--- src/include/vec_cfg.svh ---
/*
  Build-time sizing of the vector unit.
  Only a 32-bit element width with LMUL 1 is supported, so VLMAX is VLEN / XLEN.
  VLMAX must divide evenly by the number of lanes.
*/
`ifndef VEC_CFG_SVH
`define VEC_CFG_SVH

// Scalar and element width in bits
`define VEC_XLEN 32
// Bits per vector register
`define VEC_VLEN 128
// Elements per register at SEW 32, LMUL 1
`define VEC_VLMAX (`VEC_VLEN / `VEC_XLEN)
// Lanes sharing the register file
`define VEC_NR_LANES 2
// Architectural vector registers
`define VEC_NR_VREGS 8
// Transaction id carried from request to response
`define VEC_TRANS_ID_W 3

`endif

--- src/source/vec_pkg.sv ---
/*
  Shared types of the vector accelerator and its testbench.
  Op codes 7 to 15 are reserved and are answered with an error.
*/
`default_nettype none

`include "vec_cfg.svh"

package vec_pkg;

  // Element and scalar data
  typedef logic [`VEC_XLEN-1:0] elem_t;
  // Holds 0 .. VLMAX inclusive, used for vl and vstart
  typedef logic [$clog2(`VEC_VLMAX):0] vlen_t;
  typedef logic [$clog2(`VEC_NR_VREGS)-1:0] vreg_t;
  typedef logic [`VEC_TRANS_ID_W-1:0] trans_id_t;

  // Pre-decoded host operations
  typedef enum logic [3:0] {
    VSETVLI     = 4'd0,
    CSRR        = 4'd1,
    CSRW_VSTART = 4'd2,
    VMV_VX      = 4'd3,
    VADD_VX     = 4'd4,
    VADD_VV     = 4'd5,
    VREDSUM     = 4'd6
  } vec_op_e;

  typedef enum logic [1:0] {
    VL     = 2'd0,
    VTYPE  = 2'd1,
    VSTART = 2'd2
  } vec_csr_e;

  typedef struct packed {
    logic       vill;
    logic [2:0] vsew;
    logic [2:0] vlmul;
  } vtype_t;

  // Request from the host core
  typedef struct packed {
    trans_id_t trans_id;
    vec_op_e   op;
    vreg_t     vd;
    vreg_t     vs1;
    vreg_t     vs2;
    vec_csr_e  csr;
    vtype_t    vtype_imm;
    elem_t     rs1;
  } acc_req_t;

  typedef struct packed {
    trans_id_t trans_id;
    elem_t     result;
    logic      error;
  } acc_resp_t;

  // Architectural CSR view presented by the CSR unit
  typedef struct packed {
    vlen_t  vl;
    vtype_t vtype;
    vlen_t  vstart;
  } csr_state_t;

  typedef enum logic [1:0] {
    NONE,
    SETVL,
    WRITE_VSTART,
    CLEAR_VSTART
  } csr_cmd_e;

  typedef struct packed {
    csr_cmd_e cmd;
    elem_t    avl;
    vtype_t   vtype_imm;
    elem_t    wdata;
  } csr_cmd_t;

  typedef enum logic [1:0] {
    SPLAT,
    ADD_VX,
    ADD_VV,
    RED
  } lane_op_e;

  // Broadcast to every lane
  typedef struct packed {
    lane_op_e op;
    vreg_t    vd;
    vreg_t    vs1;
    vreg_t    vs2;
    elem_t    scalar;
    vlen_t    vl;
    vlen_t    vstart;
  } lane_req_t;

  typedef enum logic {
    IDLE,
    RESP
  } disp_state_e;

endpackage

`default_nettype wire

--- src/source/vec_csr_unit.sv ---
/*
  vl, vtype and vstart. Only e32 with m1 is legal; anything else sets vill and vl 0.
  vstart keeps only the low bits needed for VLMAX, higher write bits are dropped.
  vtype reads back with vill in bit XLEN-1, vsew in [5:3] and vlmul in [2:0].
*/
`timescale 1ns/1ps
`default_nettype none

`include "vec_cfg.svh"

module vec_csr_unit (
  input  logic                clk_i,
  input  logic                rst_n_i,
  input  vec_pkg::csr_cmd_t   csr_cmd_i,
  input  logic                csr_cmd_valid_i,
  input  vec_pkg::vec_csr_e   csr_addr_i,
  output vec_pkg::csr_state_t csr_state_o,
  output vec_pkg::elem_t      csr_rdata_o
);
  import vec_pkg::*;

  localparam logic [2:0] SEW_E32 = 3'b010;
  localparam logic [2:0] LMUL_M1 = 3'b000;

  vlen_t  vl_q, vl_d;
  vlen_t  vstart_q, vstart_d;
  vtype_t vtype_q, vtype_d;
  logic   vtype_legal;

  // Requested vtype must be exactly e32, m1 and not already flagged
  assign vtype_legal = !csr_cmd_i.vtype_imm.vill && (csr_cmd_i.vtype_imm.vsew == SEW_E32) &&
                       (csr_cmd_i.vtype_imm.vlmul == LMUL_M1);

  always_comb begin : next_state
    vl_d     = vl_q;
    vstart_d = vstart_q;
    vtype_d  = vtype_q;
    if (csr_cmd_valid_i) begin
      case (csr_cmd_i.cmd)
        SETVL: begin
          if (vtype_legal) begin
            // vl = min(avl, VLMAX)
            vl_d    = (csr_cmd_i.avl > elem_t'(`VEC_VLMAX)) ? vlen_t'(`VEC_VLMAX)
                                                             : vlen_t'(csr_cmd_i.avl);
            vtype_d = csr_cmd_i.vtype_imm;
          end else begin
            vl_d    = '0;
            vtype_d = '{vill: 1'b1, default: '0};
          end
          vstart_d = '0;
        end
        WRITE_VSTART: vstart_d = vlen_t'(csr_cmd_i.wdata);
        CLEAR_VSTART: vstart_d = '0;
        default: ;
      endcase
    end
  end

  always_ff @(posedge clk_i) begin
    if (!rst_n_i) begin
      vl_q     <= '0;
      vstart_q <= '0;
      vtype_q  <= '{vill: 1'b1, default: '0};
    end else begin
      vl_q     <= vl_d;
      vstart_q <= vstart_d;
      vtype_q  <= vtype_d;
    end
  end

  assign csr_state_o = '{vl: vl_q, vtype: vtype_q, vstart: vstart_q};

  always_comb begin : read_mux
    csr_rdata_o = '0;
    if (csr_cmd_valid_i && (csr_cmd_i.cmd == SETVL)) begin
      // vsetvli answers with the vl it is about to write
      csr_rdata_o = elem_t'(vl_d);
    end else begin
      case (csr_addr_i)
        VL:     csr_rdata_o = elem_t'(vl_q);
        VTYPE: begin
          csr_rdata_o[`VEC_XLEN-1] = vtype_q.vill;
          csr_rdata_o[5:3]         = vtype_q.vsew;
          csr_rdata_o[2:0]         = vtype_q.vlmul;
        end
        VSTART: csr_rdata_o = elem_t'(vstart_q);
        default: ;
      endcase
    end
  end

endmodule

`default_nettype wire

--- src/source/vec_dispatcher.sv ---
/*
  Accepts one host request at a time and answers each with exactly one response.
  Reserved op codes, unknown CSR addresses and vector ops under vill return error.
  An erroneous request changes no state. The response follows acceptance by one cycle.
*/
`timescale 1ns/1ps
`default_nettype none

`include "vec_cfg.svh"

module vec_dispatcher (
  input  logic                clk_i,
  input  logic                rst_n_i,
  // Host request and response
  input  vec_pkg::acc_req_t   acc_req_i,
  input  logic                acc_req_valid_i,
  output logic                acc_req_ready_o,
  output vec_pkg::acc_resp_t  acc_resp_o,
  output logic                acc_resp_valid_o,
  input  logic                acc_resp_ready_i,
  // CSR unit
  output vec_pkg::csr_cmd_t   csr_cmd_o,
  output logic                csr_cmd_valid_o,
  input  vec_pkg::csr_state_t csr_state_i,
  input  vec_pkg::elem_t      csr_rdata_i,
  // Lanes
  output vec_pkg::lane_req_t  lane_req_o,
  output logic                lane_req_valid_o,
  input  vec_pkg::elem_t      lane_sum_i [`VEC_NR_LANES]
);
  import vec_pkg::*;

  disp_state_e state_q, state_d;
  logic        ready_q;
  acc_resp_t   resp_q, resp_d;
  logic        accept;
  logic        is_vec_op;
  logic        op_legal;
  elem_t       red_sum;

  assign accept = acc_req_valid_i && acc_req_ready_o;

  always_comb begin : decoder
    is_vec_op  = 1'b0;
    op_legal   = 1'b1;
    csr_cmd_o  = '{cmd: NONE, avl: acc_req_i.rs1, vtype_imm: acc_req_i.vtype_imm,
                   wdata: acc_req_i.rs1};
    lane_req_o = '{op: SPLAT, vd: acc_req_i.vd, vs1: acc_req_i.vs1, vs2: acc_req_i.vs2,
                   scalar: acc_req_i.rs1, vl: csr_state_i.vl, vstart: csr_state_i.vstart};
    case (acc_req_i.op)
      VSETVLI:     csr_cmd_o.cmd = SETVL;
      CSRR:        op_legal = acc_req_i.csr inside {VL, VTYPE, VSTART};
      CSRW_VSTART: csr_cmd_o.cmd = WRITE_VSTART;
      VMV_VX: begin
        is_vec_op     = 1'b1;
        lane_req_o.op = SPLAT;
      end
      VADD_VX: begin
        is_vec_op     = 1'b1;
        lane_req_o.op = ADD_VX;
      end
      VADD_VV: begin
        is_vec_op     = 1'b1;
        lane_req_o.op = ADD_VV;
      end
      VREDSUM: begin
        is_vec_op     = 1'b1;
        lane_req_o.op = RED;
      end
      // Reserved codes
      default: op_legal = 1'b0;
    endcase
    // Vector ops are illegal under vill and always retire vstart to 0
    if (is_vec_op) begin
      op_legal      = !csr_state_i.vtype.vill;
      csr_cmd_o.cmd = CLEAR_VSTART;
    end
  end

  // Side effects only for accepted, legal requests
  assign csr_cmd_valid_o  = accept && op_legal && (csr_cmd_o.cmd != NONE);
  assign lane_req_valid_o = accept && op_legal && is_vec_op;

  always_comb begin : response
    red_sum = '0;
    for (int l = 0; l < `VEC_NR_LANES; l++) begin
      red_sum = red_sum + lane_sum_i[l];
    end
    resp_d = '{trans_id: acc_req_i.trans_id, result: '0, error: !op_legal};
    if (op_legal) begin
      case (acc_req_i.op)
        VREDSUM:       resp_d.result = red_sum;
        // CSR unit forwards the new vl during SETVL
        VSETVLI, CSRR: resp_d.result = csr_rdata_i;
        default: ;
      endcase
    end
  end

  always_comb begin : fsm
    state_d = state_q;
    case (state_q)
      IDLE:    if (accept) state_d = RESP;
      RESP:    if (acc_resp_ready_i) state_d = IDLE;
      default: state_d = IDLE;
    endcase
  end

  always_ff @(posedge clk_i) begin
    if (!rst_n_i) begin
      state_q <= IDLE;
      ready_q <= 1'b0;
    end else begin
      state_q <= state_d;
      // Registered so ready stays low until reset has been released
      ready_q <= (state_d == IDLE);
    end
  end

  // Response payload, held while the host back-pressures
  always_ff @(posedge clk_i) begin
    if (accept) begin
      resp_q <= resp_d;
    end
  end

  assign acc_req_ready_o  = ready_q;
  assign acc_resp_valid_o = (state_q == RESP);
  assign acc_resp_o       = resp_q;

endmodule

`default_nettype wire

--- src/source/vec_lane.sv ---
/*
  One lane's slice of the vector register file.
  Element e sits in lane e % NR_LANES at slot e / NR_LANES.
  Registers clear to 0 on reset. The partial sum is combinational from the request.
*/
`timescale 1ns/1ps
`default_nettype none

`include "vec_cfg.svh"

module vec_lane #(
  parameter int unsigned LANE_ID = 0
) (
  input  logic               clk_i,
  input  logic               rst_n_i,
  input  vec_pkg::lane_req_t lane_req_i,
  input  logic               lane_req_valid_i,
  output vec_pkg::elem_t     partial_sum_o
);
  import vec_pkg::*;

  localparam int unsigned NR_LANES = `VEC_NR_LANES;
  localparam int unsigned NR_SLOTS = `VEC_VLMAX / NR_LANES;

  // Register slice, one row per architectural register
  elem_t vrf_q [`VEC_NR_VREGS][NR_SLOTS];

  vlen_t slot_idx    [NR_SLOTS];
  logic  slot_active [NR_SLOTS];
  elem_t slot_result [NR_SLOTS];

  always_comb begin : slot_ops
    for (int s = 0; s < NR_SLOTS; s++) begin
      // Global element index held by this slot
      slot_idx[s]    = vlen_t'(s * NR_LANES + LANE_ID);
      // Body elements only, prestart and tail stay undisturbed
      slot_active[s] = (slot_idx[s] >= lane_req_i.vstart) && (slot_idx[s] < lane_req_i.vl);
      case (lane_req_i.op)
        SPLAT:   slot_result[s] = lane_req_i.scalar;
        ADD_VX:  slot_result[s] = vrf_q[lane_req_i.vs2][s] + lane_req_i.scalar;
        ADD_VV:  slot_result[s] = vrf_q[lane_req_i.vs2][s] + vrf_q[lane_req_i.vs1][s];
        default: slot_result[s] = vrf_q[lane_req_i.vd][s];
      endcase
    end
  end

  always_ff @(posedge clk_i) begin
    if (!rst_n_i) begin
      for (int r = 0; r < `VEC_NR_VREGS; r++) begin
        for (int s = 0; s < NR_SLOTS; s++) begin
          vrf_q[r][s] <= '0;
        end
      end
    end else if (lane_req_valid_i && (lane_req_i.op != RED)) begin
      for (int s = 0; s < NR_SLOTS; s++) begin
        if (slot_active[s]) begin
          vrf_q[lane_req_i.vd][s] <= slot_result[s];
        end
      end
    end
  end

  // Wrapping sum of the active vs2 elements in this lane
  always_comb begin : reduction
    partial_sum_o = '0;
    for (int s = 0; s < NR_SLOTS; s++) begin
      if (slot_active[s]) begin
        partial_sum_o = partial_sum_o + vrf_q[lane_req_i.vs2][s];
      end
    end
  end

endmodule

`default_nettype wire

--- src/source/vec_top.sv ---
/*
  Vector accelerator top. One request in flight, one response per request.
  Lanes receive the same broadcast operation and each returns a partial sum.
*/
`timescale 1ns/1ps
`default_nettype none

`include "vec_cfg.svh"

module vec_top (
  input  logic               clk_i,
  input  logic               rst_n_i,
  input  vec_pkg::acc_req_t  acc_req_i,
  input  logic               acc_req_valid_i,
  output logic               acc_req_ready_o,
  output vec_pkg::acc_resp_t acc_resp_o,
  output logic               acc_resp_valid_o,
  input  logic               acc_resp_ready_i
);
  import vec_pkg::*;

  csr_cmd_t   csr_cmd;
  logic       csr_cmd_valid;
  csr_state_t csr_state;
  elem_t      csr_rdata;
  lane_req_t  lane_req;
  logic       lane_req_valid;
  // Partial reductions, one per lane
  elem_t      lane_sum [`VEC_NR_LANES];

  vec_dispatcher i_dispatcher (
    .clk_i            (clk_i),
    .rst_n_i          (rst_n_i),
    .acc_req_i        (acc_req_i),
    .acc_req_valid_i  (acc_req_valid_i),
    .acc_req_ready_o  (acc_req_ready_o),
    .acc_resp_o       (acc_resp_o),
    .acc_resp_valid_o (acc_resp_valid_o),
    .acc_resp_ready_i (acc_resp_ready_i),
    .csr_cmd_o        (csr_cmd),
    .csr_cmd_valid_o  (csr_cmd_valid),
    .csr_state_i      (csr_state),
    .csr_rdata_i      (csr_rdata),
    .lane_req_o       (lane_req),
    .lane_req_valid_o (lane_req_valid),
    .lane_sum_i       (lane_sum)
  );

  // CSR read address comes straight from the host request
  vec_csr_unit i_csr_unit (
    .clk_i           (clk_i),
    .rst_n_i         (rst_n_i),
    .csr_cmd_i       (csr_cmd),
    .csr_cmd_valid_i (csr_cmd_valid),
    .csr_addr_i      (acc_req_i.csr),
    .csr_state_o     (csr_state),
    .csr_rdata_o     (csr_rdata)
  );

  for (genvar l = 0; l < `VEC_NR_LANES; l++) begin : gen_lanes
    vec_lane #(
      .LANE_ID (l)
    ) i_lane (
      .clk_i            (clk_i),
      .rst_n_i          (rst_n_i),
      .lane_req_i       (lane_req),
      .lane_req_valid_i (lane_req_valid),
      .partial_sum_o    (lane_sum[l])
    );
  end

endmodule

`default_nettype wire

--- config.mk ---
export PLATFORM = sky130hd
export DESIGN_NAME = vec_top
export DESIGN_NICKNAME = d
export VERILOG_FILES = /design/src/source/vec_pkg.sv /design/src/source/vec_csr_unit.sv /design/src/source/vec_dispatcher.sv /design/src/source/vec_lane.sv /design/src/source/vec_top.sv
export VERILOG_INCLUDE_DIRS = /design/src /design/src/include
export SDC_FILE = /design/constraint.sdc
export NUM_CORES = 2
export LEC_CHECK = 0
export BUFFER_PORTS_ARGS = -buffer_cell sky130_fd_sc_hd__buf_2
export CAP_MARGIN = 20
export CORE_UTILIZATION = 55
export CTS_CLUSTER_SIZE = 20
export DETAILED_ROUTE_END_ITERATION = 10
export GPL_TIMING_DRIVEN = 1
export PLACE_DENSITY = 0.69
export SLEW_MARGIN = 10
export SYNTH_ARGS = -nofsm -noshare
export SYNTH_HDL_FRONTEND = slang
export SYNTH_HIERARCHICAL = 1
export SYNTH_SLANG_ARGS = --single-unit
--- constraint.sdc ---
create_clock -name clk_i -period 23.2 [get_ports clk_i]
set_clock_uncertainty 0.2 [all_clocks]
set_input_delay 4.64 -clock clk_i [delete_from_list [all_inputs] [get_ports clk_i]]
set_output_delay 4.64 -clock clk_i [all_outputs]
set_load 0.005 [all_outputs]
==> metrics.cfg <==
[status]
status=completed

[grt]
grt_overflow=0
grt_max_degree=91
grt_pass1_vias=48700
grt_pass1_wl_mm=330
grtUsageTotal_pct=36.3
antenna_found_initial=21

[drt]
post_drt_wl_per_cell_um=31.1
totalWireLength_mm=230
via_per_inst=6.91
drt_iter0_drc=7308
first_pass_iters=6
postRouteAntennaNets=0
drc=0
num_vias=51000

[worst_setup_path]
r2r-end=i_dispatcher/acc_resp_o[31]
worstSetupStartpointType=input pin
critPathCaptureType=register
rrSetupSlack_ps=16080
worstSetupPathType=input pin to register
r2r_start=i_csr_unit/vl_q[2]
worstPathRequired_ps=23500
arrival_ps=12440
rr_worst_depth=22
path_max_fanout=41

[hold_path]
min_from=i_csr_unit/csr_state_o[7]
min_path_cells=2
hp-class=register to register
hold_path_end=i_csr_unit/csr_state_o[7]

[cells_and_area]
syn_to_final_growth_pct=7.61
drive_gt1_share_pct=19.2
fin_nets=5948
fill_cells=9804

[logic_synthesis]
avgSynthCellArea_um2=11.8
syn_inst=5779
syn_area_um2=68400
yosys_warnings=6

[floorplanning]
row_count=128
die_w_um=355
die_h_um=355
initial_utilization_pct=55.8
dieArea_um2=126000
fp.coreArea_um2=123000
boundaryPins=99

[timing]
final_period_minus_worst_setup_slack_ps=12130
final.setup.tns_ps=0
tightest_slew_ps=1250
max_clock_freq_ghz=0.0824
slew_violations=0
grt_setup_unrepaired=no
finalCritPeriodShare_pct=52.3
finalHoldViolCount=0
finalSetupViolCount=0
maxSlewHeadroom_pct=16.1

[pwr]
combPwrFrac_pct=19.6
leakage_nw=27.4
p_sw_w=0.00146
p_total_w=0.00507
internal_power_w=0.00361
swShare_pct=28.7
ir_drop_v=0.0000623
pwr-share-seq_pct=43.9
pwr-share-clk_pct=36.5
power_density_nw_per_um2=68.9

[clock_network]
hold_buffers=0
cts_buffers=115
cts_tree=built
h-tree-depth=3
cts-root-buf=clkbuf_16
clockBufferDepth=3
ctsResizeCount=0
cts_setup_buffers=0
path_clk_slew_ps=60
clock_latency_ps=770
cts_num_sinks=1075

[place]
hpwl_mm=149
place.gp.congestion=1.01
portBuffers=98

[flow_run]
drv_cap=0

## how the worst max path moves through the flow
stage	startpoint	end	slack, ps	cells past startpoint
global route	acc_req_i[41]	i_dispatcher/acc_resp_o[32]	10480	26
CTS	acc_req_i[41]	i_dispatcher/acc_resp_o[32]	11060	25
global placement	acc_req_i[41]	i_dispatcher/acc_resp_o[32]	10400	25
floorplan	acc_req_i[41]	i_dispatcher/acc_resp_o[32]	12080	27
finish	acc_req_i[41]	i_dispatcher/acc_resp_o[32]	11070	25
detailed placement	acc_req_i[41]	i_dispatcher/acc_resp_o[32]	10280	25
## layout by cell type, fill, tap and decap left out, types with 110 or more instances in the layout
cell	instances
a21oi_1	386
nand2_1	275
o21ai_0	169
mux2i_1	163
mux2_2	126
nor2_1	1278
mux4_2	512
xnor2_1	110
edfxtp_1	1060
ha_1	221
clkbuf_16	116
## per-layer routing
metal	GRT usage [%]	routed length (µm)
met1	49.8	85900
met2	52.0	97500
met3	15.1	37800
met4	12.5	8480
met5	0	193
## power groups by stage
| stage | Combinational, W | Sequential (W) | Clock [W] |
|---|---|---|---|
| after floorplan | 0.000691 | 0.00225 | 0 |
| after global placement | 0.000951 | 0.00226 | 0 |
| after detailed placement | 0.000957 | 0.00226 | 0 |
| after CTS | 0.000963 | 0.00222 | 0.00186 |
| after global routing | 0.00105 | 0.00223 | 0.00193 |
| final | 0.000995 | 0.00222 | 0.00185 |
## critical path: stages
cell      delay [ps]
buf_8            310
buf_4            740
buf_4            730
mux4_2           580
mux2_2           370
and2_1           190
ha_1             340
o211ai_1         140
o211ai_1         300
nand2_1          160
o21ai_0          700
a21oi_1          160
o21bai_1         230
a21oi_1          110
or4_1            400
nand3_1          120
ha_1             330
a21oi_1          220
nand2_1          100
a221oi_2         280
o221ai_1         170
a31oi_1          340
nor3_1           130
nand2b_1         170
a221o_1          350
## flip-flops by register name, indices dropped and copies added, names as in the netlist
register                       count
i_csr_unit/vstart_q                3
gen_lanes.i_lane/vrf_q          1024
i_dispatcher/acc_resp_valid_o      1
i_dispatcher/acc_resp_o           36
i_csr_unit/csr_state_o             7
i_csr_unit/vl_q                    3
i_dispatcher/acc_req_ready_o       1
## layout make-up
class	count	area, µm²	area share, %
multi-input combinational	4187	33900	46.1
sequential	1075	32100	43.7
clock buffer	139	2990	4.06
tap	1625	2030	2.76
timing repair buffer	213	1500	2.03
clock inverter	71	724	0.985
inverter	65	244	0.332
antenna	9	22.5	0.0306
## stage by stage
step / utilization [%] / setup slack (ps) / instance area (µm²) / instances / hold slack [ps]
after floorplan: - / 12080 / 68500 / 5803 / 232
final: 60.1 / 11070 / 73600 / 7384 / 259
after global placement: 56.9 / 10400 / 69700 / 7159 / 241
after global routing: 60.0 / 10480 / 73600 / 7376 / 294
after detailed placement: 57.0 / 10280 / 69800 / 7162 / 249
after CTS: 60.0 / 11060 / 73500 / 7372 / 257
Power figures use the tool's default switching activity.
